`config.mk`:
```
export PLATFORM = sky130hd
export DESIGN_NAME = scanout
export DESIGN_NICKNAME = d
export VERILOG_FILES = /design/src/rtl/gfxBusPkg.sv /design/src/rtl/gfxCtrlPkg.sv /design/src/rtl/scanout.sv
export VERILOG_INCLUDE_DIRS = /design/src /design/src/rtl
export SDC_FILE = /design/constraint.sdc
export NUM_CORES = 1
export LEC_CHECK = 0
export ABC_AREA = 1
export BUFFER_PORTS_ARGS = -buffer_cell sky130_fd_sc_hd__buf_2
export CAP_MARGIN = 20
export CORE_ASPECT_RATIO = 1.2
export CORE_MARGIN = 1.5
export CORE_UTILIZATION = 45
export CTS_CLUSTER_SIZE = 16
export DETAILED_ROUTE_END_ITERATION = 8
export GPL_TIMING_DRIVEN = 1
export MAX_ROUTING_LAYER = met4
export PLACE_DENSITY_LB_ADDON = 0.15
export SETUP_SLACK_MARGIN = 0.4
export SKIP_CTS_REPAIR_TIMING = 1
export SYNTH_ARGS = -nofsm -noshare
export SYNTH_HDL_FRONTEND = slang
export SYNTH_SLANG_ARGS = --single-unit
```
`constraint.sdc`:
```
create_clock -name clk -period 1.58 [get_ports clk]
set_input_delay 0.158 -clock clk [delete_from_list [all_inputs] [get_ports clk]]
set_output_delay 0.158 -clock clk [all_outputs]
set_load 0.03 [all_outputs]
```
`src/rtl/gfx_consts.svh`:
```
// framebuffer and raster size constants
// pixel width, address width, bank geometry, screen size
`ifndef GFX_CONSTS_SVH
`define GFX_CONSTS_SVH

// bits per pixel word
`define GFX_PIXEL_W 16
// word address into the framebuffer
`define GFX_ADDR_W 17

// bank geometry, 96 banks of 1k words
`define GFX_BANK_WORDS 1024
`define GFX_BANKS 96
// first address past the last bank
`define GFX_FB_WORDS 98304

// raster size, pixel (x, y) at y * width + x
`define GFX_SCREEN_W 320
`define GFX_SCREEN_H 240

`endif

```
`src/rtl/gfxBusPkg.sv`:
```
// bus-level types for framebuffer port A and B
// pixel word, word address, arbiter grant
`default_nettype none

`include "gfx_consts.svh"

package gfxBusPkg;

    // one framebuffer word
    typedef logic [`GFX_PIXEL_W-1:0] pixelT;

    // word address, upper bits pick the bank
    typedef logic [`GFX_ADDR_W-1:0] fbAddrT;

    // owner of port A in the current cycle
    typedef enum logic [1:0] {
        MASTER_NONE,
        MASTER_HOST,
        MASTER_FILL
    } masterT;

endpackage

`default_nettype wire

```
`src/rtl/gfxCtrlPkg.sv`:
```
// control state types for the fill engine and the scanout
`default_nettype none

package gfxCtrlPkg;

    // fill engine FSM
    typedef enum logic [1:0] {
        FILL_IDLE,
        FILL_RUN,
        FILL_DONE
    } fillStateT;

    // raster scan FSM
    typedef enum logic {
        SCAN_IDLE,
        SCAN_ACTIVE
    } scanStateT;

endpackage

`default_nettype wire

```
`src/rtl/scanout.sv`:
```
// raster address generator on port B, 320x240 pixel stream
`default_nettype none

`include "gfx_consts.svh"

module scanout (
    input  logic              clk,
    input  logic              rst,
    input  logic              scanEnable,
    output gfxBusPkg::fbAddrT addressB,
    input  gfxBusPkg::pixelT  dataOutB,
    output gfxBusPkg::pixelT  pixelOut,
    output logic              pixelValid,
    output logic              frameStart
);

    localparam gfxBusPkg::fbAddrT LastAddr =
        gfxBusPkg::fbAddrT'(`GFX_SCREEN_W * `GFX_SCREEN_H - 1);

    gfxCtrlPkg::scanStateT state;
    gfxBusPkg::fbAddrT scanAddr;
    // address on port B is read this cycle
    logic reading;

    assign reading = state == gfxCtrlPkg::SCAN_ACTIVE && scanEnable;

    always_ff @(posedge clk) begin
        if (rst) begin
            state <= gfxCtrlPkg::SCAN_IDLE;
            scanAddr <= '0;
            pixelValid <= 1'b0;
            frameStart <= 1'b0;
        end else begin
            // flags trail the address by the memory read cycle
            pixelValid <= reading;
            frameStart <= reading && scanAddr == '0;
            case (state)
                gfxCtrlPkg::SCAN_IDLE: begin
                    scanAddr <= '0;
                    if (scanEnable) begin
                        state <= gfxCtrlPkg::SCAN_ACTIVE;
                    end
                end
                gfxCtrlPkg::SCAN_ACTIVE: begin
                    if (!scanEnable) begin
                        // restart from the top next time
                        state <= gfxCtrlPkg::SCAN_IDLE;
                        scanAddr <= '0;
                    end else if (scanAddr == LastAddr) begin
                        scanAddr <= '0;
                    end else begin
                        scanAddr <= scanAddr + 1'b1;
                    end
                end
                default: state <= gfxCtrlPkg::SCAN_IDLE;
            endcase
        end
    end

    assign addressB = scanAddr;
    // bank read register already holds the pixel
    assign pixelOut = dataOutB;

endmodule

`default_nettype wire

```
==> metrics.csv <==
stage,metric,value,unit
synth,synth_top_area_share,0.3645,
sta,min_period_over_period,0.8467,
routing,drt_iter0_markers,37,
global_routing,antenna_found_initial,0,
critical_path,max_stage_delay,0.39,ns
sta,fin_crit,1.338,ns
floorplanning,num_rows,19,
clocking,cts_buffer_depth,2,
place,routabilityCongestion,0.8404,
synth,synth.avg_cell_area,6.953,sq um
sta,fin_skew,0.004511,ns
place,hpwlAfterDp,1670,um
critical_path,reg2reg_slack,0.24,ns
finish,fill_cells,215,
clocking,cts.sinks,20,
critical_path,r2r-end,addressB[15],
critical_path,path_cells,"ha_4, nand2_4, nor2_4, nand3_4, o21ai_4, clkbuf_16, a21oi_1",
clocking,htree_levels,1,
routing,detail-route-antenna-nets,0,
routing,vias,1004,
synth,synth_cell_types,21,
synth,synth_commonest_cells,"nor2_1, nand2_1, dfxtp_1",
clocking,clk_latency,0.31,ns
clocking,cts_inserted_buffers,3,
power,leakagePower,0.5184,nW
critical_path,cp.required,1.78,ns
synth,synthArstFlopShare,0,
synth,yosysWarnings,0,
routing,vias_per_cell,4.922,
sta,hold_viol,0,
critical_path,critPathLaunchType,flip-flop,
floorplanning,die_area,2748,sq um
finish,area_delta_synth_final,22.44,%
routing,dr.pass1.iters,4,
sta,max_slew_margin,0.7617,
sta,fin_ws,0.2422,ns
synth,syn_nets,179,
worst_hold_path,min_path_cells,3,
power,power.density,592.1,nW/um^2
clocking,cts_root_buffer,clkbuf_4,
sta,final.setup.tns,0,ns
finish,drive_above_1_share,0.3584,
sta,fmax,747.5,MHz
floorplanning,ios,54,
global_routing,grt_max_degree,17,
critical_path,crit_buf_inv,1,
global_routing,grt_pass1_wl,3525,um
global_routing,grt.total_usage,0.1813,
floorplanning,start_util,0.4764,
clocking,cts_tree,done,
routing,drt-total-wl,2400,um
floorplanning,coreArea,2306,sq um
critical_path,crit_type,flip-flop to flip-flop,
critical_path,end_kind,flip-flop,
routing,wl_per_cell,11.76,um
synth,synth_edf_count,0,
floorplanning,die_h,57.13,um
synth,yosysMostFrequentCell,nor2_1,
sta,worst_slew_pin_slew,0.3542,ns
critical_path,worstSetupStartpoint,addressB[0],
critical_path,cp_max_fo,8,
worst_hold_path,worstHoldEndpoint,state,
outcome,outcome,"finished, final reports clean",
sta,rsz0062_at_grt,true,
routing,drcViolationCount,0,
worst_hold_path,min_from,scanEnable,
critical_path,r2r_start,addressB[0],
synth,synth_area,1099,sq um
critical_path,crit_slowest_cell,dfxtp_4,
synth,yosys.area.top_type,dfxtp_1,
place,place_ws,0.2469,ns
finish,final_nets,195,
power,peakVddDrop,0.4615,mV
finish,antenna_cells,0,
critical_path,path_delay_family,flip-flops,
clocking,clkTransAtPathRegs,0.11,ns
synth,ys_ff_latch,20,
synth,netlist_top_cells_area,"dfxtp_1, nor2_1, nand2_1",
worst_hold_path,hold_class,input pin to flip-flop,
place,portBuffers,21,
critical_path,worstPathArrival,1.54,ns
sta,drv_slew,0,
synth,synth-seq-area-share,0.3645,
floorplanning,die_width,48.11,um
global_routing,grt_overflow,0,
run,drv_cap,0,
global_routing,first_global_vias,821,
synth,synthFlopType,dfxtp_1,
sta,setup_viol,0,
critical_path,worstRegToRegCells,7,
synth,synth_cells,158,
## worst max path at each step
stage	endpoint	slack (ns)	depth (start not counted)
finish	addressB[15]	0.24	7
global route	addressB[16]	0.17	5
CTS	addressB[7]	0.22	7
detailed placement	addressB[16]	0.25	7
global placement	addressB[3]	0.28	7
floorplan	addressB[10]	0.19	7
## layout make-up
type | instances | area, sq um | share of cell area
multi-input combinational | 105 | 605.6 | 0.4502
sequential | 20 | 424.2 | 0.3153
timing repair buffer | 28 | 190.2 | 0.1414
inverter | 16 | 60.06 | 0.04465
tap | 31 | 38.79 | 0.02884
clock buffer | 4 | 26.28 | 0.01953
## worst reg2reg max path: stages, from the launching register on
cell and delay, ns:
dfxtp_4 0.39, ha_4 0.16, nand2_4 0.05, nor2_4 0.10
nand3_4 0.10, o21ai_4 0.20, clkbuf_16 0.19, a21oi_1 0.04
## through the flow
step                utilization  instance area (sq um)  std cells  power [mW]  hold WS (ns)
finish                   0.5833                   1345        204      0.7964       0.05501
global route             0.5833                   1345        204      0.8243       0.05733
CTS                      0.5198                   1199        199      0.8003     -0.007462
detailed placement       0.5084                   1172        195      0.5413        0.3162
global placement         0.5084                   1172        195      0.5411        0.3162
floorplan                     -                   1132        158      0.6075        0.2292
## metal layers
| metal | GRT usage | vias to the layer above | wire length, um |
|---|---|---|---|
| li1 | - | 508 | - |
| met1 | 0.2376 | 441 | 1051 |
| met2 | 0.2648 | 49 | 1160 |
| met3 | 0.04430 | 6 | 152 |
| met4 | 0.06950 | 0 | 37 |
| met5 | - | - | 0 |
## placed cells by master, fill, tap and decap left out, types with 2 or more instances in the layout
cell      netlist  layout
nor2_4          0       5
buf_4          16       4
buf_2           0      21
dfxtp_2         0      10
a21oi_1         7       2
a21oi_2         0       4
nor4_1          2       2
inv_1          16      16
o21ai_0         4       4
nor2_1         34      27
dfxtp_4         0       3
nand2_1        33      31
xor2_1          3       3
nand3_1         8       8
xnor2_1         3       3
nand4_1         2       2
dfxtp_1        20       7
nor2_2          1       3
clkbuf_4        0       3
## sequential cells by signal, indices dropped and copies added (netlist names)
name        cells
state           1
pixelValid      1
addressB       17
frameStart      1
## cells by family after synthesis
kind of cell	share of synthesized area
AO/OA/AOI/OAI	0.06492
XOR/XNOR	0.04784
AND/OR/NAND/NOR	0.3257
buffers and inverters	0.1743
flip-flops	0.3645
adder cells (fa/ha/maj)	0.02278
## where the power goes
group / internal (mW) / switching, mW
combinational: 0.0148 / 0.0171
clock: 0.0986 / 0.162
sequential: 0.502 / 0.00168
total: 0.616 / 0.181
Power figures use the tool's default switching activity.
