**config.mk**
```make
export PLATFORM = sky130hd
export DESIGN_NAME = hostPort
export DESIGN_NICKNAME = d
export VERILOG_FILES = /design/src/rtl/gfxBusPkg.sv /design/src/rtl/hostPort.sv
export VERILOG_INCLUDE_DIRS = /design/src /design/src/rtl
export SDC_FILE = /design/constraint.sdc
export NUM_CORES = 1
export LEC_CHECK = 0
export ABC_AREA = 1
export BUFFER_PORTS_ARGS = -buffer_cell sky130_fd_sc_hd__buf_2
export CORE_MARGIN = 2
export CORE_UTILIZATION = 41
export DETAILED_ROUTE_END_ITERATION = 10
export GPL_TIMING_DRIVEN = 0
export PLACE_DENSITY = 0.81
export REMOVE_ABC_BUFFERS = 1
export SLEW_MARGIN = 30
export SYNTH_ARGS = -nofsm -noshare
export SYNTH_HDL_FRONTEND = slang
export SYNTH_SLANG_ARGS = --single-unit
export TNS_END_PERCENT = 100
```
**constraint.sdc**
```tcl
create_clock -name clk -period 3.15 [get_ports clk]
set_clock_uncertainty 0.15 [all_clocks]
set_input_delay 0.4725 -clock clk [delete_from_list [all_inputs] [get_ports clk]]
set_output_delay 0.4725 -clock clk [all_outputs]
set_load 0.005 [all_outputs]
```
**src/rtl/gfx_consts.svh**
```systemverilog
// framebuffer and raster size constants
// pixel width, address width, bank geometry, screen size
`ifndef GFX_CONSTS_SVH
`define GFX_CONSTS_SVH

// bits per pixel word
`define GFX_PIXEL_W 16
// word address into the framebuffer
`define GFX_ADDR_W 17

// bank geometry, 96 banks of 1k words
`define GFX_BANK_WORDS 1024
`define GFX_BANKS 96
// first address past the last bank
`define GFX_FB_WORDS 98304

// raster size, pixel (x, y) at y * width + x
`define GFX_SCREEN_W 320
`define GFX_SCREEN_H 240

`endif

```
**src/rtl/gfxBusPkg.sv**
```systemverilog
// bus-level types for framebuffer port A and B
// pixel word, word address, arbiter grant
`default_nettype none

`include "gfx_consts.svh"

package gfxBusPkg;

    // one framebuffer word
    typedef logic [`GFX_PIXEL_W-1:0] pixelT;

    // word address, upper bits pick the bank
    typedef logic [`GFX_ADDR_W-1:0] fbAddrT;

    // owner of port A in the current cycle
    typedef enum logic [1:0] {
        MASTER_NONE,
        MASTER_HOST,
        MASTER_FILL
    } masterT;

endpackage

`default_nettype wire

```
**src/rtl/hostPort.sv**
```systemverilog
// host single-pixel access, one request at a time on the shared bus
`default_nettype none

module hostPort (
    input  logic               clk,
    input  logic               rst,
    input  logic               hostRead,
    input  logic               hostWrite,
    input  gfxBusPkg::fbAddrT  hostAddr,
    input  gfxBusPkg::pixelT   hostWriteData,
    output logic               hostBusy,
    output gfxBusPkg::pixelT   hostReadData,
    output logic               hostReadValid,
    output logic               busReq,
    output gfxBusPkg::fbAddrT  busAddr,
    output gfxBusPkg::pixelT   busData,
    output logic               busWrite,
    input  gfxBusPkg::masterT  grant,
    input  gfxBusPkg::pixelT   busReadData
);

    // latched request
    logic opWrite;
    gfxBusPkg::fbAddrT opAddr;
    gfxBusPkg::pixelT opData;
    // read granted last cycle, word arrives now
    logic readInFlight;
    logic accept;

    // strobes while busy are dropped
    assign accept = !hostBusy && (hostRead || hostWrite);

    always_ff @(posedge clk) begin
        if (rst) begin
            hostBusy <= 1'b0;
            readInFlight <= 1'b0;
            hostReadValid <= 1'b0;
        end else begin
            hostReadValid <= readInFlight;
            readInFlight <= 1'b0;
            if (accept) begin
                hostBusy <= 1'b1;
            end else if (hostBusy && grant == gfxBusPkg::MASTER_HOST) begin
                // access happens on this edge
                hostBusy <= 1'b0;
                readInFlight <= !opWrite;
            end
        end
    end

    always_ff @(posedge clk) begin
        if (accept) begin
            opWrite <= hostWrite;
            opAddr <= hostAddr;
            opData <= hostWriteData;
        end
        if (readInFlight) begin
            hostReadData <= busReadData;
        end
    end

    // request held until granted
    assign busReq = hostBusy;
    assign busAddr = opAddr;
    assign busData = opData;
    assign busWrite = opWrite;

    // the driver side owes us one strobe at a time
    oneStrobe: assert property (@(posedge clk) disable iff (rst)
        !(hostRead && hostWrite));

endmodule

`default_nettype wire

```
==> results of run 1 <==
-- sequential cells by signal (all words and copies together) (netlist names) --
register / count
busWrite: 1
hostReadValid: 1
busData: 16
readInFlight: 1
hostReadData: 16
busReq: 1
busAddr: 17
-- Yosys cell counts --
library cell	n	area, µm²
edfxtp_1	50	1500
nand3_1	2	10.0
nand3b_1	1	7.51
inv_1	6	22.5
dfxtp_1	3	60.1
nand2_1	4	15.0
nor2_1	2	7.51
a21oi_1	1	5.00
buf_4	1	7.51
-- report_power, final --
part | internal [mW] | leakage, nW | switching (mW)
registers | 0.830 | 0.501 | 0.0152
clock network | 0.157 | 0.0374 | 0.204
logic | 0.0655 | 0.484 | 0.0593
total | 1.05 | 1.02 | 0.278
-- metal layers --
metal | vias up | part of all wire | wire length, µm | GRT usage
met5 | - | 0 | 0 | 0
met4 | 0 | 0.017 | 52 | 0.0689
met3 | 6 | 0.17 | 527 | 0.108
met2 | 78 | 0.50 | 1560 | 0.245
met1 | 453 | 0.31 | 978 | 0.143
li1 | 485 | - | - | -
-- cell families (layout without fill, tap and decap cells) --
group | count (synthesis) | in the layout | synth area share
compound gates | 1 | 1 | 0.00306
simple gates | 9 | 9 | 0.0245
flops | 53 | 53 | 0.954
buf+inv | 7 | 122 | 0.0183
-- worst max-delay path by stage --
stage                          from           to  slack [ns]  cells after the start
after global placement     hostRead   busAddr[3]       -0.17                      3
after floorplan            hostRead   busAddr[0]        0.35                      2
after global routing         busReq     hostBusy        1.53                      1
after detailed placement  hostWrite  busData[12]        1.43                      4
after CTS                    busReq       busReq        1.58                      1
final                        busReq       busReq        1.60                      1
-- layout make-up --
type / instances / area, µm² / share of cell area
clock buffer: 6 / 72.6 / 0.0309
clock inverter: 2 / 15.0 / 0.00639
inverter: 6 / 22.5 / 0.00958
multi-input combinational: 10 / 56.3 / 0.0239
sequential: 53 / 1560 / 0.664
tap: 48 / 60.1 / 0.0255
timing repair buffer: 108 / 563 / 0.239
-- stage by stage --
| stage | worst slack [ns] | utilization | setup TNS [ns] |
|---|---|---|---|
| final | 1.60 | 0.628 | 0 |
| after global routing | 1.53 | 0.628 | 0 |
| after CTS | 1.58 | 0.628 | 0 |
| after detailed placement | 1.43 | 0.605 | 0 |
| after global placement | -0.173 | 0.594 | -5.84 |
| after floorplan | 0.353 | - | 0 |
==> impl_metrics.ini, run 1 <==
[clock_tree]
cts-buffers-inserted = 5
clk_latency_ns = 0.29
cts_max_level = 2
cts_buffer_depth = 2
ctsRootBufferMaster = clkbuf_8
cts_resized = 0
clock_sinks = 53
post_cts_buffers = 0
ctsHoldBuffers = 0
path_clk_slew_ns = 0.08
cts_tree = built

[place]
io_buffer_count = 107
dp_cells = 225
gp_congestion = 0.718
place_area_um2 = 2260

[power]
p_per_area_nw_per_um2 = 566
cellLeakagePower_nw = 1.02
total_power_mw = 1.33
ir_worst_vdd_uv = 454

[global_routing]
gr-usage-all-layers = 0.151
grt_pass1_vias = 1055
antenna_found_initial = 0
grt_start_max_net_pins = 24
grt_pass1_wl_mm = 4.64
grt_remaining_overflow = 0

[routing]
antenna_left = 0
drt_iter0_markers = 82
drc = 0
wl_per_cell_um = 13.4
drt_first_pass_iters = 4
drt-total-wl_mm = 3.12
via_per_inst = 4.39
vias = 1022

[min_path]
min_path_cells = 2
holdPathEnd = hostReadValid
hold_path.startpoint = rst
min_path_type = primary input to flip-flop

[floorplanning]
rows = 22
die_height_um = 67.2
die_width_um = 67.2
die-area_um2 = 4510
core_um2 = 3740
pin_count = 108
initial_utilization = 0.437

[synthesis]
synth_seq_cells = 53
ys_seq_area_frac = 0.954
yosysWarnings = 0
ys_types = 9
syn_area_um2 = 1640
netlist_instances = 70
postSynthAreaPerCell_um2 = 23.4

[layout]
area_growth_pct = 43.7
fin_nets = 239
final_area_um2 = 2350
fin_cells = 233
fillers = 293
layout_common_cells = buf_2, edfxtp_1, inv_1
drive_gt1_frac = 0.627
n_antenna_cell = 0
layout_commonest_cell = buf_2

[timing]
post-route-period-util = 0.493
final.min_clock_period_ns = 1.55
drv_slew = 0
max_freq_mhz = 644
hold_ws_ns = 0.188
finalSetupViolCount = 0
rsz0062_at_grt = no
slew_headroom = 0.559
worst_pin_slew_ns = 0.661
finalHoldViolations = 0

[flow_run]
drv_cap = 0

[status]
status = complete, no violations

[setup_path]
rr_endpoint = busAddr[7]
critical_path_buf_inv_count = 1
crit_path_max_fanout = 6
critPathCaptureType = output pin
cpMaxStageDelayCell = dfxtp_1
worstSetupStartpointType = flip-flop
r2r_start = busReq
critPathArrivalTime_ns = 0.93
r2r_slack_ns = 1.70
crit_required_ns = 2.53
worstPathCellList = buf_2
critical_path.max_stage_delay_ns = 0.47
ff2ff_path_depth = 2
cpLargestDelayFamily = flip-flops
path_class = flip-flop to output pin
No activity file was read; power rests on OpenSTA's default activity.
==> inputs of run 2 (changes only) <==
- clock period: 3.15 -> 1.6 ns (I/O delays scaled with it)
==> run 2 against run 1 <==
  * Clock power increased by 100%
  * Via count is 22% higher
  * Register-to-register slack worse by 1.6 ns
  * Combinational power increased to 2.8 times the previous value
  * Largest power group unchanged
==> impl_metrics.ini, run 2 (synthesis gave the netlist of run 1 again) <==
[status]
status = complete, no violations

[timing]
rsz0062_at_grt = no
finalSetupViolCount = 0
final.min_clock_period_ns = 1.46
max_freq_mhz = 683
worst_pin_slew_ns = 0.640
drv_slew = 0
hold_ws_ns = 0.0422
finalHoldViolations = 0
setup_ws_ns = 0.137
slew_headroom = 0.573
post-route-period-util = 0.915

[power]
ir_worst_vdd_uv = 616
cellLeakagePower_nw = 1.24
p_per_area_nw_per_um2 = 964
total_power_mw = 2.76

[floorplanning]
die_height_um = 67.2
pin_count = 108
die-area_um2 = 4510
die_width_um = 67.2
rows = 22
core_um2 = 3740
initial_utilization = 0.437

[clock_tree]
ctsRootBufferMaster = clkbuf_8
cts_buffer_depth = 2
path_clk_slew_ns = 0.09
post_cts_buffers = 0
cts_resized = 0
cts_max_level = 2
cts_tree = built
clk_latency_ns = 0.29
clock_sinks = 53
cts-buffers-inserted = 5

[setup_path]
worstPathCellList = a21oi_4, buf_16
crit_required_ns = 1.47
worstSetupStartpointType = flip-flop
crit_path_max_fanout = 23
cpLargestDelayFamily = compound AO/OA/AOI/OAI gates
critical_path_buf_inv_count = 1
cpMaxStageDelayCell = a21oi_4
r2r_start = busReq
cp-startpoint = busReq
path_class = flip-flop to flip-flop
critPathCaptureType = flip-flop
critPathArrivalTime_ns = 1.33
critical_path.max_stage_delay_ns = 0.42

[routing]
antenna_left = 0
drt_iter0_markers = 83
drt-total-wl_mm = 4.43
drc = 0
vias = 1244
m1WireLength_mm = 1.64
via_per_inst = 4.38
wl_met2_mm = 2.27
topRoutingLayerUsed = met4
drt_first_pass_iters = 4
wl_per_cell_um = 15.6
met3_length_um = 448

[global_routing]
grt_start_max_net_pins = 24
grt_pass1_vias = 1405
grt_remaining_overflow = 0
grt_pass1_wl_mm = 6.81
gr-usage-all-layers = 0.219
antenna_found_initial = 0

[layout]
layout_common_cells = buf_2, dlygate4sd3_1, edfxtp_1
largest_reg_flops = 17
fin_nets = 290
drive_gt1_frac = 0.492
final_area_um2 = 2860
post-route-util = 0.764
area_growth_pct = 74.8
layout_commonest_cell = buf_2
n_antenna_cell = 0

[min_path]
hold_path.startpoint = grant[0]
min_path_type = primary input to flip-flop

[flow_run]
drv_cap = 0

[place]
dp_slack_ns = 0.112
io_buffer_count = 107
gp_congestion = 0.718
place_area_um2 = 2260
## run 2: cell count changes in the layout (fill, tap and decap cells not counted)
cell	delta
dlygate4sd3_1	+51
## run 2: worst paths after layout
kind,depth (start not counted),slack [ns],to
worst max register to register,2,0.14,busData[10]
worst max-delay path,2,0.14,busData[10]
worst min register to register,2,0.40,readInFlight
worst min-delay path,3,0.04,readInFlight
## run 2: power by group
| part | internal, mW | switching, mW | total (mW) |
|---|---|---|---|
| Combinational | 0.210 | 0.146 | 0.356 |
| Sequential | 1.63 | 0.0383 | 1.67 |
| Clock | 0.309 | 0.422 | 0.731 |
| Total | 2.15 | 0.606 | 2.76 |
## run 2: metrics by stage
step,setup TNS (ns),cells
global route,0,284
finish,0,284
floorplan,-35.38,69
global placement,-50.63,224
CTS,0,284
detailed placement,0,225
## run 2: final cells by class
type                    instances  area (µm²)
clock inverters                 2        15.0
flip-flops and latches         53        1560
clock buffers                   6        72.6
repair buffers                159        1070
inverters                       6        22.5
fillers                       223         882
multi-input cells              10        56.3
well taps                      48        60.1
## run 2: tightest hold or removal path: cells and delay by family
kind	cells	cell delay [ns]
AND/OR/NAND/NOR	2	0.11
buffers and inverters	1	0.10
## run 2: routing by layer
layer / GRT usage / up-vias
met4: 0.0765 / 0
met3: 0.0817 / 8
li1: - / 586
met2: 0.394 / 83
met1: 0.237 / 567
met5: 0 / -
## run 2: timing repair
action,4_1_cts,5_1_grt
endpoints found under the hold margin,51,0
hold buffers,51,0
endpoints found under the setup margin,0,0
