**src/rtl/gfx_consts.svh**
```systemverilog
// framebuffer and raster size constants
// pixel width, address width, bank geometry, screen size
`ifndef GFX_CONSTS_SVH
`define GFX_CONSTS_SVH

// bits per pixel word
`define GFX_PIXEL_W 16
// word address into the framebuffer
`define GFX_ADDR_W 17

// bank geometry, 96 banks of 1k words
`define GFX_BANK_WORDS 1024
`define GFX_BANKS 96
// first address past the last bank
`define GFX_FB_WORDS 98304

// raster size, pixel (x, y) at y * width + x
`define GFX_SCREEN_W 320
`define GFX_SCREEN_H 240

`endif

```
**src/rtl/gfxBusPkg.sv**
```systemverilog
// bus-level types for framebuffer port A and B
// pixel word, word address, arbiter grant
`default_nettype none

`include "gfx_consts.svh"

package gfxBusPkg;

    // one framebuffer word
    typedef logic [`GFX_PIXEL_W-1:0] pixelT;

    // word address, upper bits pick the bank
    typedef logic [`GFX_ADDR_W-1:0] fbAddrT;

    // owner of port A in the current cycle
    typedef enum logic [1:0] {
        MASTER_NONE,
        MASTER_HOST,
        MASTER_FILL
    } masterT;

endpackage

`default_nettype wire

```
**src/rtl/portArbiter.sv**
```systemverilog
// fixed-priority owner select for framebuffer port A, host over fill
`default_nettype none

module portArbiter (
    input  logic              clk,
    input  logic              hostReq,
    input  gfxBusPkg::fbAddrT hostAddr,
    input  gfxBusPkg::pixelT  hostData,
    input  logic              hostWrite,
    input  logic              fillReq,
    input  gfxBusPkg::fbAddrT fillAddr,
    input  gfxBusPkg::pixelT  fillData,
    output gfxBusPkg::masterT grant,
    output gfxBusPkg::fbAddrT addressA,
    output gfxBusPkg::pixelT  dataInA,
    output logic              writeEnableA
);

    // last driven address, replayed while idle
    gfxBusPkg::fbAddrT heldAddr;

    always_comb begin
        if (hostReq) begin
            grant = gfxBusPkg::MASTER_HOST;
        end else if (fillReq) begin
            grant = gfxBusPkg::MASTER_FILL;
        end else begin
            grant = gfxBusPkg::MASTER_NONE;
        end
    end

    always_comb begin
        case (grant)
            gfxBusPkg::MASTER_HOST: begin
                addressA = hostAddr;
                dataInA = hostData;
                writeEnableA = hostWrite;
            end
            gfxBusPkg::MASTER_FILL: begin
                // fill only ever writes
                addressA = fillAddr;
                dataInA = fillData;
                writeEnableA = 1'b1;
            end
            default: begin
                addressA = heldAddr;
                dataInA = '0;
                writeEnableA = 1'b0;
            end
        endcase
    end

    always_ff @(posedge clk) begin
        heldAddr <= addressA;
    end

    // no request means no write on port A
    idleQuiet: assert property (@(posedge clk)
        !hostReq && !fillReq |-> !writeEnableA);

endmodule

`default_nettype wire

```
**config.mk**
```make
export PLATFORM = sky130hd
export DESIGN_NAME = portArbiter
export DESIGN_NICKNAME = d
export VERILOG_FILES = /design/src/rtl/gfxBusPkg.sv /design/src/rtl/portArbiter.sv
export VERILOG_INCLUDE_DIRS = /design/src /design/src/rtl
export SDC_FILE = /design/constraint.sdc
export NUM_CORES = 1
export LEC_CHECK = 0
export BUFFER_PORTS_ARGS = -buffer_cell sky130_fd_sc_hd__buf_2
export CORE_UTILIZATION = 35
export DETAILED_ROUTE_END_ITERATION = 8
export PLACE_DENSITY_LB_ADDON = 0.12
export RECOVER_POWER = 50
export SLEW_MARGIN = 20
export SYNTH_ARGS = -nofsm -noshare
export SYNTH_HDL_FRONTEND = slang
export SYNTH_SLANG_ARGS = --single-unit
```
**constraint.sdc**
```tcl
create_clock -name clk -period 1.8 [get_ports clk]
set_clock_uncertainty 0.05 [all_clocks]
set_input_delay 0.27 -clock clk [delete_from_list [all_inputs] [get_ports clk]]
set_output_delay 0.27 -clock clk [all_outputs]
set_load 0.02 [all_outputs]
```
==> results of run 1 <==
[where the power goes]
group	switching, W	leakage (nW)	total [W]	internal [W]
clock	0.000131	0.0139	0.000215	0.0000845
combinational	0.000201	0.678	0.000345	0.000144
sequential	0.00000904	0.143	0.000422	0.000413
[stage by stage]
| stage | setup slack [ns] | area [um2] | util [%] | total power (W) |
|---|---|---|---|---|
| CTS | 0.341 | 1500 | 58.9 | 0.00101 |
| global route | 0.156 | 1490 | 58.4 | 0.00105 |
| detailed placement | 0.347 | 1470 | 57.7 | 0.000788 |
| finish | 0.274 | 1490 | 58.4 | 0.000983 |
| floorplan | 0.415 | 971 | - | 0.000647 |
| global placement | 0.400 | 1470 | 57.7 | 0.000779 |
[per-layer routing]
layer | up-vias | wire length [um]
met5 | - | 0
met1 | 505 | 1110
met4 | 0 | 12
met2 | 51 | 1360
li1 | 631 | -
met3 | 2 | 207
[critical path, cell delays in order]
cell and delay (ns):
clkbuf_1 0.14, buf_12 0.23, mux2i_1 0.09, o21ai_0 0.21
clkbuf_1 0.25
[cells in the final DEF, fill, tap and decap left out]
| cell type | n |
|---|---|
| clkinvlp_4 | 1 |
| a21o_1 | 1 |
| nand2_1 | 47 |
| buf_12 | 1 |
| o21ai_0 | 30 |
| clkbuf_1 | 10 |
| a22o_1 | 1 |
| dfxtp_1 | 17 |
| clkbuf_4 | 3 |
| mux2i_1 | 17 |
| o21ai_1 | 2 |
| and2b_1 | 1 |
| buf_4 | 2 |
| buf_2 | 95 |
[synth_stat cells, drive strengths merged]
cell    number
dfxtp       17
and2b        1
o21ai       32
mux2i       17
nand2       47
a21o         1
a22o         1
clkbuf       1
buf         11
[cells by family after synthesis]
group,share of synthesized area (%)
mux,17.5
simple gates,18.9
buf+inv,10.3
flops,35.1
compound gates,18.2
[worst paths after layout]
check | to | start | depth (start not counted) | slack [ns]
max | addressA[1] | fillReq | 5 | 0.27
min reg2reg | heldAddr[9] | heldAddr[9] | 2 | 0.50
max reg2reg | heldAddr[7] | heldAddr[7] | 2 | 1.03
min | heldAddr[0] | hostAddr[0] | 3 | 0.15
[cell type report]
| class | instances | area (um2) |
|---|---|---|
| clock buffer | 3 | 22.5 |
| clock inverter | 1 | 7.51 |
| fill | 262 | 1060 |
| multi-input combinational | 99 | 531 |
| sequential | 17 | 340 |
| tap | 30 | 37.5 |
| timing repair buffer | 108 | 548 |
==> impl_metrics.toml, run 1 <==
[clock_tree]
cts_setup_buffers = 0
clockRootBuffer = "clkbuf_4"
cts_inserted_buffers = 3
clk_pin_slew_ns = 0.11
clock_sinks = 17
clock_path_buffers = 2
holdBufCountCts = 0
clock_latency_ns = 0.29
cts_max_level = 1
cts_resized = 0
cts_tree = "yes"

[floorplan]
start_util_pct = 38.2
die-area_um2 = 2990
die_h_um = 54.7
rows = 18
core_region_area_um2 = 2540
io_pins = 106
die_w_um = 54.7

[placed_design]
place_inst = 254
dpl.hpwl_um = 2130
gp_congestion = 0.637
port_buffers = 105

[sta]
relSlewSlack_pct = 76.7
clock.fmax_mhz = 655
layout_worst_path_cycle_share_pct = 84.8
final_hold_viol_count = 0
rsz0062_at_grt = "no"
worstMarginPinSlew_ns = 0.349
post-route-min-period_ns = 1.53
slew_violations = 0
fin_tns_setup_ns = 0
whs_ns = 0.149
setup_violations = 0

[global_routing]
use_met1_pct = 17.4
grt_pass1_vias = 891
track_usage_pct = 16.4
gr-usage-met3_pct = 6.11
gr-usage-met2_pct = 29.9
grt_overflow_total = 0
grt_pass1_wl_um = 3550
grt_antenna_before_repair = 0
grt_most_used_layer = "met2"
grt_start_max_net_pins = 46

[drt]
routed_wl_um = 2690
vias_per_cell = 4.61
first_iter_violations = 19
drc = 0
via_count = 1189
wl_per_cell_um = 10.4
drt_pre_antenna_iters = 4
ant_nets = 0

[pwr]
p_per_area_nw_per_um2 = 661
vdd_drop_max_uv = 617
p_leak_nw = 0.835

[yosys]
ys_warn_count = 0
syn_nets = 198
synth_top_cell_by_area = "dfxtp_1"
synthCells = 128
avgSynthCellArea_um2 = 7.59
ys_seq_area_share_pct = 35.1
synth_top_area_share_pct = 35.1
ys_types = 14
ys_top_cells_by_area = "dfxtp_1 35%, nand2_1 18%, mux2i_1 18%"
synth_seq_cells = 17
synth.cell_area_um2 = 971

[layout]
nets = 299
final_cells = 258
largest_register_ffs = 17
top_register = "heldAddr"
area_delta_synth_final_pct = 53.1
antennaDiodeCount = 0
largestRegisters = "heldAddr: 17 flops"
drive_above_1_share_pct = 44.7

[critical_path]
critical_path_class = "in2out"
startpoint_type = "input port"
endpoint_kind = "primary output"
worstPathMaxFanout = 33
required_ns = 1.48
cp_data_arrival_time_ns = 1.21

[hold_path]
hp-class = "in2reg"

[job]
drv_cap = 0

[status]
status = "completed"
Note: power is estimated with default switching activity, not from simulation.
==> run 2, diff against run 1 <==
Settings changed: ABC_AREA from default to 1.
Clock period 1.8 ns to 1.5 ns, I/O delays scaled along.
==> run 2 against run 1 <==
Synthesized cell count grew 16%. Clock power up 13%. Clock-buffer cell count rose by 1. Critical path type unchanged. Hold slack worse by 0.040 ns. Largest cell class unchanged. Combinational power up 26%. Synthesized area is 4.8% higher. First-iteration DRC count up 100%. Via count increased by 8.7%. Final cell count grew 10%. Highest routed layer unchanged. Wire length rose by 5.6%. Design area grew 4.2%.
==> impl_metrics.toml, run 2 <==
[status]
status = "completed"

[yosys]
synth_xor_area_share_pct = 0
yosys.area_share.simple_pct = 39.0
synth_compound_area_share_pct = 10.8
ys_top_cells_by_area = "dfxtp_1 33%, nand2_1 19%, nand3_1 17%"
syn_nets = 219
synth_top_area_share_pct = 33.5
synth.cell_area_um2 = 1020
synth_seq_cells = 17
synth.area.mux_share_pct = 0
synth_common_cells = "52 x nand2_1, 34 x nand3_1, 17 x dfxtp_1, 17 x inv_1"
post-synth-top-count-cell = "nand2_1"
synth-edff-count = 0
synth_flop_cell = "dfxtp_1"
ys_seq_area_share_pct = 33.5
synthCells = 149
synth_top_family_by_area = "simple AND/OR/NAND/NOR gates"
synth-adder-area-share_pct = 0
async_reset_ff_share_pct = 0
synth_top_cell_by_area = "dfxtp_1"
ys_types = 13
ys_warn_count = 0
avgSynthCellArea_um2 = 6.83

[global_routing]
track_usage_pct = 18.4
grt_pass1_vias = 1162
grt_pass1_wl_um = 4730
grt_antenna_before_repair = 0
grt_overflow_total = 0
grt_start_max_net_pins = 20

[clock_tree]
clk_pin_slew_ns = 0.10
cts_inserted_buffers = 3
cts_tree = "yes"
cts_setup_buffers = 0
cts_max_level = 1
clock_sinks = 17
clock_latency_ns = 0.28
clockRootBuffer = "clkbuf_4"
clock_path_buffers = 2

[placed_design]
gp_congestion = 0.786
dpl_cell_area_um2 = 1520
dpl.hpwl_um = 2290
place_inst = 280
port_buffers = 105

[layout]
top_register = "heldAddr"
antennaDiodeCount = 0
area_delta_synth_final_pct = 52.3
nets = 324
largest_register_ffs = 17
final_cells = 284
fillerInstances = 298
final_cell_mix = "96 x buf_2, 52 x nand2_1, 34 x nand3_1"
largestRegisters = "heldAddr: 17 flops"
drive_above_1_share_pct = 48.2
final_cell_area_um2 = 1550
layout_commonest_cell = "buf_2"
multi_input_area_um2 = 507
seqCellArea_um2 = 340
finish.utilization_pct = 56.2

[pwr]
comb_power_share_pct = 36.6
p_int_w = 0.000773
p_sw_w = 0.000410
p_per_area_nw_per_um2 = 764
p_leak_nw = 0.942
pwr-share-seq_pct = 42.8
p_sw_share_pct = 34.6
pwr-share-clk_pct = 20.5
vdd_drop_max_uv = 567

[floorplan]
die_w_um = 55.9
die-area_um2 = 3130
die_h_um = 55.9
core_region_area_um2 = 2760
io_pins = 106
start_util_pct = 36.9
rows = 19

[drt]
ant_nets = 0
via_count = 1292
wl_per_cell_um = 10.0
routed_wl_um = 2850
vias_per_cell = 4.55
drc = 0
first_iter_violations = 38
drt_pre_antenna_iters = 4

[critical_path]
critical_path_class = "in2out"
reg2regPathDepth = 2
cp_data_arrival_time_ns = 1.12
worstPathMaxFanout = 18
crit_start = "hostReq"
required_ns = 1.22
startpoint_type = "input port"
worstReg2RegStart = "heldAddr[6]"
endpoint_kind = "primary output"

[hold_path]
min_from = "hostAddr[1]"
hold_depth = 3
hp-class = "in2reg"

[sta]
whs_ns = 0.109
final_hold_viol_count = 0
relSlewSlack_pct = 77.9
layout_worst_path_cycle_share_pct = 92.8
rsz0062_at_grt = "no"
clock.fmax_mhz = 719
setup_violations = 0
fin_tns_setup_ns = 0
worstMarginPinSlew_ns = 0.331
post-route-min-period_ns = 1.39
slew_violations = 0

[job]
drv_cap = 0
[run 2: cell count changes after synthesis, moves of 3 or more]
cell and delta:
o21ai_2 +8, buf_6 +3, o21ai_0 -9, mux2i_1 -17, o21ai_1 -15, nand2_1 +5
inv_1 +17, nand3_1 +34, buf_2 -3
[run 2: layout make-up]
| type | count | area share (%) |
|---|---|---|
| inverters | 18 | 4.85 |
| well taps | 31 | 2.50 |
| clock buffers | 4 | 1.70 |
| flip-flops and latches | 17 | 22.0 |
| multi-input cells | 104 | 32.7 |
| repair buffers | 110 | 36.3 |
[run 2: worst max-delay path, cell delays in order]
cell,delay [ns]
buf_2,0.21
inv_8,0.15
nand2_4,0.15
o21ai_0,0.19
buf_2,0.19
[run 2: timing repair]
| action | CTS | global route |
|---|---|---|
| gates resized for setup | 0 | 2 |
| hold buffers | 0 | 0 |
| setup endpoints to repair | 0 | 1 |
[run 2: metrics by stage]
stage | total power (W) | setup WS (ns)
6_report | 0.00118 | 0.108
5_1_grt | 0.00126 | 0.0132
4_1_cts | 0.00120 | 0.0595
3_5_place_dp | 0.000955 | 0.0526
3_3_place_gp | 0.000952 | 0.0883
2_1_floorplan | 0.000784 | 0.246
[run 2: layer usage]
layer / vias to the layer above / routed length [um] / GRT usage (%)
li1: 687 / - / -
met2: 60 / 1420 / 34.6
met1: 543 / 1200 / 21.4
met5: - / 0 / 0
met3: 2 / 203 / 1.63
met4: 0 / 19 / 7.32
[run 2: power by group through the flow]
stage          Sequential (W)  Combinational (W)  Clock [W]
2_1_floorplan        0.000515           0.000269          0
3_3_place_gp         0.000516           0.000436          0
3_5_place_dp         0.000517           0.000438          0
4_1_cts              0.000507           0.000440   0.000255
5_1_grt              0.000512           0.000475   0.000270
6_report             0.000507           0.000433   0.000243
[run 2: path summary, 6_finish.rpt]
path,endpoint,slack [ns]
worst max-delay path,dataInA[2],0.11
worst max register to register,heldAddr[6],0.89
worst min register to register,heldAddr[1],0.41
worst min-delay path,heldAddr[1],0.11
[run 2: kinds of logic (layout without fill, tap and decap cells)]
group,count (synthesis),count (layout)
AO/OA/AOI/OAI,16,16
AND/OR/NAND/NOR,88,88
flip-flops,17,17
buffers and inverters,28,132
