===== src/rtl/gfx_consts.svh =====
// framebuffer and raster size constants
// pixel width, address width, bank geometry, screen size
`ifndef GFX_CONSTS_SVH
`define GFX_CONSTS_SVH

// bits per pixel word
`define GFX_PIXEL_W 16
// word address into the framebuffer
`define GFX_ADDR_W 17

// bank geometry, 96 banks of 1k words
`define GFX_BANK_WORDS 1024
`define GFX_BANKS 96
// first address past the last bank
`define GFX_FB_WORDS 98304

// raster size, pixel (x, y) at y * width + x
`define GFX_SCREEN_W 320
`define GFX_SCREEN_H 240

`endif


===== src/rtl/gfxBusPkg.sv =====
// bus-level types for framebuffer port A and B
// pixel word, word address, arbiter grant
`default_nettype none

`include "gfx_consts.svh"

package gfxBusPkg;

    // one framebuffer word
    typedef logic [`GFX_PIXEL_W-1:0] pixelT;

    // word address, upper bits pick the bank
    typedef logic [`GFX_ADDR_W-1:0] fbAddrT;

    // owner of port A in the current cycle
    typedef enum logic [1:0] {
        MASTER_NONE,
        MASTER_HOST,
        MASTER_FILL
    } masterT;

endpackage

`default_nettype wire


===== src/rtl/gfxCtrlPkg.sv =====
// control state types for the fill engine and the scanout
`default_nettype none

package gfxCtrlPkg;

    // fill engine FSM
    typedef enum logic [1:0] {
        FILL_IDLE,
        FILL_RUN,
        FILL_DONE
    } fillStateT;

    // raster scan FSM
    typedef enum logic {
        SCAN_IDLE,
        SCAN_ACTIVE
    } scanStateT;

endpackage

`default_nettype wire


===== src/rtl/fillEngine.sv =====
// rectangle fill, one pixel per granted cycle, x fastest
// stalls in place while the host holds the bus
`default_nettype none

`include "gfx_consts.svh"

module fillEngine (
    input  logic              clk,
    input  logic              rst,
    input  logic              fillStart,
    input  logic [8:0]        fillX,
    input  logic [7:0]        fillY,
    input  logic [8:0]        fillWidth,
    input  logic [7:0]        fillHeight,
    input  gfxBusPkg::pixelT  fillColor,
    output logic              fillBusy,
    output logic              fillDone,
    output logic              busReq,
    output gfxBusPkg::fbAddrT busAddr,
    output gfxBusPkg::pixelT  busData,
    input  gfxBusPkg::masterT grant
);

    localparam gfxBusPkg::fbAddrT RowStep = gfxBusPkg::fbAddrT'(`GFX_SCREEN_W);

    gfxCtrlPkg::fillStateT state;

    logic [8:0] colCount;
    logic [7:0] rowCount;
    logic [8:0] lastCol;
    logic [7:0] lastRow;
    gfxBusPkg::fbAddrT rowBase;
    gfxBusPkg::fbAddrT curAddr;
    gfxBusPkg::fbAddrT startBase;
    gfxBusPkg::pixelT colorQ;
    logic accept;
    logic step;
    logic rowEnd;
    logic emptyRect;

    // y * 320 as (y << 8) + (y << 6)
    assign startBase = (gfxBusPkg::fbAddrT'(fillY) << 8)
                     + (gfxBusPkg::fbAddrT'(fillY) << 6)
                     + gfxBusPkg::fbAddrT'(fillX);

    assign accept = fillStart && state != gfxCtrlPkg::FILL_RUN;
    assign emptyRect = fillWidth == 9'd0 || fillHeight == 8'd0;
    // one pixel written this cycle
    assign step = state == gfxCtrlPkg::FILL_RUN && grant == gfxBusPkg::MASTER_FILL;
    assign rowEnd = colCount == lastCol;

    always_ff @(posedge clk) begin
        if (rst) begin
            state <= gfxCtrlPkg::FILL_IDLE;
            colCount <= '0;
            rowCount <= '0;
        end else begin
            case (state)
                gfxCtrlPkg::FILL_IDLE, gfxCtrlPkg::FILL_DONE: begin
                    colCount <= '0;
                    rowCount <= '0;
                    if (accept) begin
                        // zero size skips straight to done
                        state <= emptyRect ? gfxCtrlPkg::FILL_DONE : gfxCtrlPkg::FILL_RUN;
                    end else begin
                        state <= gfxCtrlPkg::FILL_IDLE;
                    end
                end
                gfxCtrlPkg::FILL_RUN: begin
                    if (step) begin
                        if (!rowEnd) begin
                            colCount <= colCount + 9'd1;
                        end else if (rowCount == lastRow) begin
                            state <= gfxCtrlPkg::FILL_DONE;
                        end else begin
                            colCount <= '0;
                            rowCount <= rowCount + 8'd1;
                        end
                    end
                end
                default: state <= gfxCtrlPkg::FILL_IDLE;
            endcase
        end
    end

    always_ff @(posedge clk) begin
        if (accept) begin
            rowBase <= startBase;
            curAddr <= startBase;
            colorQ <= fillColor;
            lastCol <= fillWidth - 9'd1;
            lastRow <= fillHeight - 8'd1;
        end else if (step) begin
            if (rowEnd) begin
                // next row starts one screen width further
                rowBase <= rowBase + RowStep;
                curAddr <= rowBase + RowStep;
            end else begin
                curAddr <= curAddr + 1'b1;
            end
        end
    end

    assign fillBusy = state == gfxCtrlPkg::FILL_RUN;
    assign fillDone = state == gfxCtrlPkg::FILL_DONE;
    assign busReq = fillBusy;
    // held while the grant is away
    assign busAddr = curAddr;
    assign busData = colorQ;

    // stalled engine keeps its pixel on the bus until the grant returns
    holdWhileStalled: assert property (@(posedge clk) disable iff (rst)
        busReq && grant != gfxBusPkg::MASTER_FILL
        |=> $stable(busAddr) && $stable(busData));

endmodule

`default_nettype wire


===== config.mk =====
export PLATFORM = sky130hd
export DESIGN_NAME = fillEngine
export DESIGN_NICKNAME = d
export VERILOG_FILES = /design/src/rtl/gfxBusPkg.sv /design/src/rtl/gfxCtrlPkg.sv /design/src/rtl/fillEngine.sv
export VERILOG_INCLUDE_DIRS = /design/src /design/src/rtl
export SDC_FILE = /design/constraint.sdc
export NUM_CORES = 1
export LEC_CHECK = 0
export ABC_AREA = 1
export BUFFER_PORTS_ARGS = -buffer_cell sky130_fd_sc_hd__buf_4
export CAP_MARGIN = 20
export CORE_ASPECT_RATIO = 0.75
export CORE_MARGIN = 1
export CORE_UTILIZATION = 31
export DETAILED_ROUTE_END_ITERATION = 16
export PLACE_DENSITY = 0.47
export SLEW_MARGIN = 20
export SYNTH_ARGS = -nofsm -noshare
export SYNTH_HDL_FRONTEND = slang
export SYNTH_SLANG_ARGS = --single-unit

===== constraint.sdc =====
create_clock -name clk -period 6.02 [get_ports clk]
set_clock_uncertainty 0.05 [all_clocks]
set_input_delay 1.204 -clock clk [delete_from_list [all_inputs] [get_ports clk]]
set_output_delay 1.204 -clock clk [all_outputs]
set_load 0.1 [all_outputs]

==> impl_metrics.toml, run 1 <==
[floorplan]
fp.dieH_um = 114
die_area_mm2 = 0.0173
core-area_mm2 = 0.0162
start_util_pct = 32.1
rows = 40
die_w_um = 151
num_io_pins = 91

[yosys]
synthFlopType = "edfxtp_1"
synthArstFlopShare_pct = 0
synth_top_area_share_pct = 38.8
syn_area_per_cell_um2 = 8.19
synthTopCellsByArea = "edfxtp_1 39%, nand2_1 11%, dfxtp_1 7.3%"
synth-edff-count = 67
synth_top_area_cell = "edfxtp_1"
yosysSeqAreaShare_pct = 46.1
syn_inst = 633
syn-cell-area_mm2 = 0.00519
synth.distinct_cells = 35
synthMostInstantiatedCell = "nand2_1"
synthTopCellsByCount = "155 x nand2_1, 80 x inv_1, 67 x edfxtp_1"
mappedNetlistNets = 713
ys_ff_latch = 86
yosysWarnings = 0

[cts]
clockRootBuffer = "clkbuf_16"
cts_inserted_buffers = 9
clk-insertion-delay-late_ps = 340
path_clk_slew_ps = 70
postCtsResizedCells = 0
cts_tree = "done"
htree_levels = 3
cts_buffer_depth = 2
ctsHoldBuffers = 0
cts_sinks = 86
post_cts_buffers = 0

[cells_and_area]
syn_to_final_growth_pct = 21.9
nets = 801
utilization_pct = 39.1
fin_cells = 936
drive_above_1_share_pct = 16.1
diodes = 0

[timing]
finalSetupTns_ps = 0
worst_pin_slew_ps = 1020
setup_ws_ps = 2870
finalSetupViolCount = 0
period_minus_slack_ps = 3150
hold_viol = 0
fmax_mhz = 318
report.final.slew_viol_count = 0
timing.final.crit_share_pct = 52.3
rsz0062_at_grt = "false"
maxSlewHeadroom_pct = 32.0

[placement]
hpwl_um = 9060
io_buffer_count = 90
preCtsSetupSlack_ps = 2530
dp.cells = 920
gp_congestion = 0.796

[pwr]
power.total_w = 0.00193
power_frac_clock_pct = 26.8
power_switching_w = 0.000759
p_comb_share_pct = 32.5
p_int_w = 0.00117
p_per_area_mw_per_mm2 = 305
leakagePower_nw = 2.82
vdd_drop_max_mv = 0.158
power_frac_seq_pct = 40.7
swShare_pct = 39.3

[worst_setup_path]
cp_max_fo = 58
path_class = "flip-flop to flip-flop"
cp-start-kind = "flip-flop"
cp_data_arrival_time_ps = 3180
crit_start = "state[0]"
crit_path_end_kind = "flip-flop"
cp.required_ps = 6050
regToRegStartpoint = "state[0]"

[grt]
overflow = 0
grt_max_degree = 59
grt_usage_pct = 14.8
grt_pass1_wl_um = 19700
grt_pass1_vias = 4017
grt_antenna_before_repair = 0

[min_path]
worstHoldPathType = "flip-flop to flip-flop"
worstHoldStart = "colCount[1]"

[drt]
ant_nets = 0
vias_per_cell = 4.57
drt_iter0_markers = 175
drc = 0
drt_wl_total_um = 12200
first_pass_iters = 4
vias = 4279
wl_per_cell_um = 13.0

[run_status]
status = "complete, no violations"

[run]
drv_cap = 0
-- final timing paths --
path	endpoint	slack [ps]	depth (start not counted)
min reg2reg	colCount[1]	470	2
max reg2reg	busAddr[6]	2870	10
min	colCount[1]	470	2
max	busAddr[6]	2870	10
-- layout make-up --
class | count | area (um2)
sequential | 86 | 2390
timing repair buffer | 92 | 691
inverter | 86 | 323
clock inverter | 6 | 35.0
multi-input combinational | 446 | 2390
tap | 210 | 263
clock buffer | 10 | 229
fill | 1661 | 9840
-- cell usage in the layout (no fill, tap or decap), types with 2 or more instances in the layout --
master and instances:
inv_1 79, o21ai_0 39, nor2_1 64, nand3b_1 3, nand2_2 2, a21o_1 2
clkinv_1 3, xor2_1 29, edfxtp_1 67, a21oi_1 32, nand3_1 47, inv_2 6
clkbuf_16 9, ha_1 23, xnor2_1 15, nor4_1 2, dfxtp_1 19, buf_4 92
clkinv_2 2, nand2_1 155, inv_6 2, fa_1 2, nand4_1 5, nor2_4 2
nor3_1 14, nor3b_1 2
-- through the flow --
stage / cell area [um2] / hold WS, ps
CTS: 6320 / 466
global route: 6320 / 504
floorplan: 5190 / 420
detailed placement: 6060 / 457
finish: 6320 / 469
global placement: 6060 / 451
-- sequential cells by signal (all words and copies together), names as in the netlist --
register and count:
state 2, lastRow 8, rowBase 17, busData 16
lastCol 9, rowCount 8, colCount 9, busAddr 17
-- power groups by stage --
stage	Clock (W)	Combinational (W)	Sequential, W
finish	0.000517	0.000627	0.000786
global route	0.000555	0.000680	0.000794
CTS	0.000530	0.000633	0.000786
detailed placement	0	0.000629	0.000799
global placement	0	0.000626	0.000797
floorplan	0	0.000246	0.00103
-- routing by layer --
metal | global-route usage, % | share of wire [%] | vias up
met5 | 0 | 0 | -
met4 | 3.87 | 1.0 | 0
met3 | 3.44 | 5.3 | 11
met2 | 22.5 | 43 | 99
met1 | 21.1 | 51 | 1919
li1 | - | - | 2250
-- critical path, cell delays in order (launching register included) --
cell and delay, ps:
dfxtp_1 570, inv_1 160, nor2_4 380, inv_2 160
nand2_1 730, inv_2 60, buf_4 380, nand2_1 130
o21ai_1 80, nor2_1 130, a21oi_1 40
-- cells by family (layout without fill, tap and decap cells) --
family                   after synthesis  in the layout  share of synthesized area [%]
AO/OA/AOI/OAI                         78             78                           7.77
XOR/XNOR                              44             44                           7.43
adder cells (fa/ha/maj)               25             25                           6.32
buffers and inverters                101            194                           7.79
flip-flops                            86             86                           46.1
AND/OR/NAND/NOR                      299            299                           24.6
Note: power is estimated with default switching activity, not from simulation.
==> run 2, diff against run 1 <==
Settings changed: ABC_AREA 1 to 0, PLACE_DENSITY 0.47 to 0.49.
Clock period 6.02 ns to 2.65 ns, I/O delays scaled along.
==> run 2 against run 1 <==
Wire length shrank 7.2%. Final cell count decreased by 16%. First-iteration DRC count rose by 23%. Synthesized cell count is 26% lower. Combinational power up 75%. Hold slack got worse by 150 ps. Power increased by 100%. Critical endpoint is now rowBase[15]. Largest cell class unchanged. Highest routed layer unchanged.
==> impl_metrics.toml, run 2 <==
[drt]
wl_per_cell_um = 14.4
drc = 0
first_pass_iters = 4
drt_iter0_markers = 216
drt_wl_total_um = 11300
ant_nets = 0
vias = 3757
vias_per_cell = 4.77

[cts]
post_cts_buffers = 0
clockRootBuffer = "clkbuf_16"
cts_inserted_buffers = 9
cts_tree = "done"
ctsHoldBuffers = 0
htree_levels = 3
path_clk_slew_ps = 60
clk-insertion-delay-late_ps = 340
cts_buffer_depth = 2
cts_sinks = 86

[floorplan]
start_util_pct = 31.8
die_w_um = 146
num_io_pins = 91
rows = 39
core-area_mm2 = 0.0152
fp.dieH_um = 110
die_area_mm2 = 0.0161

[run]
drv_cap = 0

[timing]
fmax_mhz = 406
maxSlewHeadroom_pct = 60.0
timing.final.crit_share_pct = 92.8
rsz0062_at_grt = "false"
hold_viol = 0
finalSetupViolCount = 0
setup_ws_ps = 190
report.final.slew_viol_count = 0
timing.hold.ws_ps = 316
period_minus_slack_ps = 2460
worst_pin_slew_ps = 596

[yosys]
yosysWarnings = 0
synthTopCellsByCount = "67 x edfxtp_1, 55 x nand2_1, 39 x nor2_1, 39 x xor2_1, 33 x o21ai_0"
syn_area_per_cell_um2 = 10.3
synthFlopType = "edfxtp_1"
mappedNetlistNets = 549
syn-cell-area_mm2 = 0.00484
synthMostInstantiatedCell = "edfxtp_1"
synth_top_area_share_pct = 41.6
yosysSeqAreaShare_pct = 49.4
synth-edff-count = 67
synthArstFlopShare_pct = 0
synth_top_area_cell = "edfxtp_1"
ys_ff_latch = 86
synth.distinct_cells = 46
syn_inst = 469
synthTopCellsByArea = "edfxtp_1 42%, dfxtp_1 7.9%, xor2_1 7.1%"

[grt]
grt_max_degree = 39
grt_antenna_before_repair = 0
grt_usage_pct = 14.9
overflow = 0
grt_pass1_wl_um = 18500
grt_pass1_vias = 3671

[worst_setup_path]
path_class = "input port to flip-flop"
cp-start-kind = "input port"
cp_max_fo = 2
cp_data_arrival_time_ps = 2480
crit_path_end_kind = "flip-flop"
cp.required_ps = 2670

[cells_and_area]
diodes = 0
syn_to_final_growth_pct = 27.1
nets = 658
layout_commonest_cell = "buf_4"
final_cell_mix = "108 x buf_4, 67 x edfxtp_1, 55 x nand2_1"
drive_above_1_share_pct = 23.0
utilization_pct = 40.4

[placement]
preCtsSetupSlack_ps = -191
hpwl_um = 8620
io_buffer_count = 90
gp_congestion = 0.759

[pwr]
p_per_area_mw_per_mm2 = 640
leakagePower_nw = 2.52
vdd_drop_max_mv = 0.291

[run_status]
status = "complete, no violations"

[min_path]
worstHoldPathType = "input port to flip-flop"
-- run 2: cell count changes in the layout (fill, tap and decap cells not counted), moves of 13 or more --
| cell | change |
|---|---|
| nand2_1 | -100 |
| inv_1 | -57 |
| nand3_1 | -31 |
| nor2_1 | -25 |
| and3_1 | +13 |
| buf_4 | +16 |
-- run 2: cell families (layout without fill, tap and decap cells) --
group	after synthesis	count (layout)	share of synthesized area (%)
simple gates	163	163	16.6
mux	6	6	1.29
xor+xnor	64	64	11.6
flops	86	86	49.4
compound gates	91	91	11.4
fa+ha+maj	25	25	6.78
buf+inv	34	148	3.00
-- run 2: report_power, final --
| group | internal (W) | switching (W) |
|---|---|---|
| clock | 0.000626 | 0.000514 |
| sequential | 0.00161 | 0.0000805 |
| combinational | 0.000341 | 0.000762 |
-- run 2: cell type report --
class | count | area (um2)
inverters | 23 | 86.3
well taps | 205 | 256
flip-flops and latches | 86 | 2390
fillers | 1530 | 9080
clock inverters | 7 | 41.3
repair buffers | 109 | 831
clock buffers | 9 | 225
multi-input cells | 349 | 2320
-- run 2: path summary, 6_finish.rpt --
kind                     start          end  slack (ps)  depth (start not counted)
hold / removal    fillColor[2]   busData[2]         320                          1
setup / recovery      fillX[8]  rowBase[15]         190                         11
setup reg to reg   colCount[3]   busAddr[6]         490                          6
hold reg to reg    colCount[8]  colCount[8]         460                          2
-- run 2: critical path: stages --
cell,delay [ps]
buf_4,70
inv_1,40
fa_1,530
inv_1,70
fa_2,420
a211oi_4,230
o211ai_1,120
a31oi_1,210
xnor2_1,80
nand2_1,80
o21ai_0,90
-- run 2: through the flow --
step	setup TNS (ps)	power, W	cells	instance area, um2
6_report	0	0.00394	788	6150
5_1_grt	0	0.00414	788	6150
4_1_cts	0	0.00401	788	6140
3_5_place_dp	-1350	0.00283	772	5870
3_3_place_gp	-1190	0.00282	772	5870
2_1_floorplan	0	0.00251	469	4850
-- run 2: repair_timing --
action                                 CTS  global route
endpoints found under the hold margin    0             0
setup endpoints to repair                0             1
gates resized for setup                  0             1
-- run 2: layer usage --
| metal | up-vias | global-route usage, % | wire length, um |
|---|---|---|---|
| met5 | - | 0 | 0 |
| met4 | 0 | 3.13 | 37 |
| met3 | 2 | 4.40 | 783 |
| met2 | 105 | 22.7 | 4780 |
| met1 | 1750 | 20.8 | 5700 |
| li1 | 1900 | - | - |
==> run 3, diff against run 2 <==
Clock period 2.65 ns to 1.98 ns, I/O delays scaled along.
==> run 3 against run 2 <==
Sequential power is 33% higher. Clock-buffer cell count grew 1. First-iteration DRC count increased by 8.3%. Wire length up 8.0%. Register-to-register slack got worse by 620 ps. Critical endpoint unchanged. The flow now finishes with violations (setup timing).
==> impl_metrics.toml, run 3 (synthesized netlist as in run 2, its figures left out) <==
[worst_setup_path]
cp_data_arrival_time_ps = 2230
crit_path_end_kind = "flip-flop"
regToRegStartpoint = "lastCol[7]"
cp-start-kind = "input port"
reg2regPathDepth = 9
cp_max_fo = 2
reg2reg_to = "busAddr[10]"
rrSetupSlack_ps = -130
path_class = "input port to flip-flop"
cp.required_ps = 2020
crit_start = "fillY[2]"
worstSetupEndpoint = "rowBase[15]"

[pwr]
leakagePower_nw = 2.92
p_per_area_mw_per_mm2 = 811
vdd_drop_max_mv = 0.423

[grt]
grt_antenna_before_repair = 0
grt_pass1_wl_um = 19400
grt_pass1_vias = 3865
overflow = 0
grt_usage_pct = 15.5
grt_max_degree = 52

[timing]
finalSetupViolCount = 25
hold_viol = 0
report.final.slew_viol_count = 0
fmax_mhz = 455
worst_pin_slew_ps = 524
rsz0062_at_grt = "true"
maxSlewHeadroom_pct = 65.0
timing.final.crit_share_pct = 111
setup_ws_ps = -217
finalSetupTns_ps = -3110
period_minus_slack_ps = 2200

[drt]
wl_per_cell_um = 14.4
ant_nets = 0
drt_iter0_markers = 234
vias_per_cell = 4.72
drc = 0
drt_wl_total_um = 12200
first_pass_iters = 4
vias = 4007

[cts]
clk-insertion-delay-late_ps = 330
clockRootBuffer = "clkbuf_16"
cts_inserted_buffers = 9
cts_sinks = 86
cts_tree = "done"
htree_levels = 3
ctsHoldBuffers = 0
cts_buffer_depth = 2
path_clk_slew_ps = 70

[floorplan]
fp.dieH_um = 110
start_util_pct = 31.8
die_w_um = 146
core-area_mm2 = 0.0152
die_area_mm2 = 0.0161
rows = 39
num_io_pins = 91

[placement]
hpwl_um = 9090
placed_area_mm2 = 0.00635
io_buffer_count = 90
gp_congestion = 0.821

[run_status]
failed_checks = "setup timing"
status = "complete, but fails checks"

[cells_and_area]
n_fill_cell = 1457
layout_commonest_cell = "buf_4"
final_cell_mix = "152 x buf_4, 67 x edfxtp_1, 50 x nand2_1"
post-route-cell-area_mm2 = 0.00709
diodes = 0
drive_above_1_share_pct = 38.4
syn_to_final_growth_pct = 46.6
nets = 719

[min_path]
worstHoldPathType = "input port to flip-flop"
worstHoldStart = "fillColor[8]"

[run]
drv_cap = 0
==> run 3: cell count changes in the layout (fill, tap and decap cells not counted), sizes merged <==
cell    previous run  this run
buf              109       170
bufinv             0         2
clkinv             5         3
clkbuf             9        10
inv               23        22
==> run 3: timing repair <==
item | in CTS | in global routing
setup endpoints to repair | 39 | 51
resized for setup | 31 | 42
cloned | 2 | 0
buffers inserted | 3 | 16
pin swaps | 14 | 22
==> run 3: layout make-up <==
cell class	count	area (um2)	share of cell area (%)
tap	205	256	3.62
timing repair buffer	170	1430	20.1
multi-input combinational	349	2610	36.7
sequential	86	2390	33.7
clock buffer	10	229	3.23
clock inverter	6	86.3	1.22
inverter	23	97.6	1.38
==> run 3: critical path, cell delays in order <==
cell and delay [ps]:
buf_8 90, inv_8 30, fa_1 540, inv_2 40, fa_2 370, a211oi_4 230
o211ai_1 120, a31oi_1 210, xnor2_1 80, nand2_1 80, o21ai_1 60
==> run 3: power by group <==
group,internal [W],switching (W)
registers,0.00216,0.0000947
clock network,0.00110,0.000687
logic,0.000595,0.00112
==> run 3: layer usage <==
| metal | share of wire, % | wire [um] | track usage (%) |
|---|---|---|---|
| met2 | 47 | 5700 | 25.2 |
| met3 | 3.9 | 478 | 2.84 |
| met4 | 0.33 | 40 | 4.54 |
| met5 | 0 | 0 | 0 |
| met1 | 49 | 5990 | 21.1 |
==> run 3: through the flow <==
stage / setup slack [ps] / total power, W / utilization [%] / hold WS (ps) / instances
final: -217 / 0.00575 / 46.6 / 183 / 849
after global routing: -363 / 0.00600 / 46.6 / 166 / 849
after CTS: -238 / 0.00575 / 44.9 / 166 / 840
after detailed placement: -651 / 0.00393 / 41.7 / 465 / 820
after global placement: -618 / 0.00391 / 41.7 / 462 / 820
after floorplan: -433 / 0.00339 / - / 409 / 469
==> run 3: how the worst min path moves through the flow <==
stage | cells after the start | slack (ps) | end
6_report | 1 | 180 | busData[8]
2_1_floorplan | 2 | 410 | colCount[6]
4_1_cts | 1 | 170 | busData[5]
3_5_place_dp | 1 | 460 | rowCount[7]
3_3_place_gp | 1 | 460 | rowCount[7]
5_1_grt | 1 | 170 | busData[5]
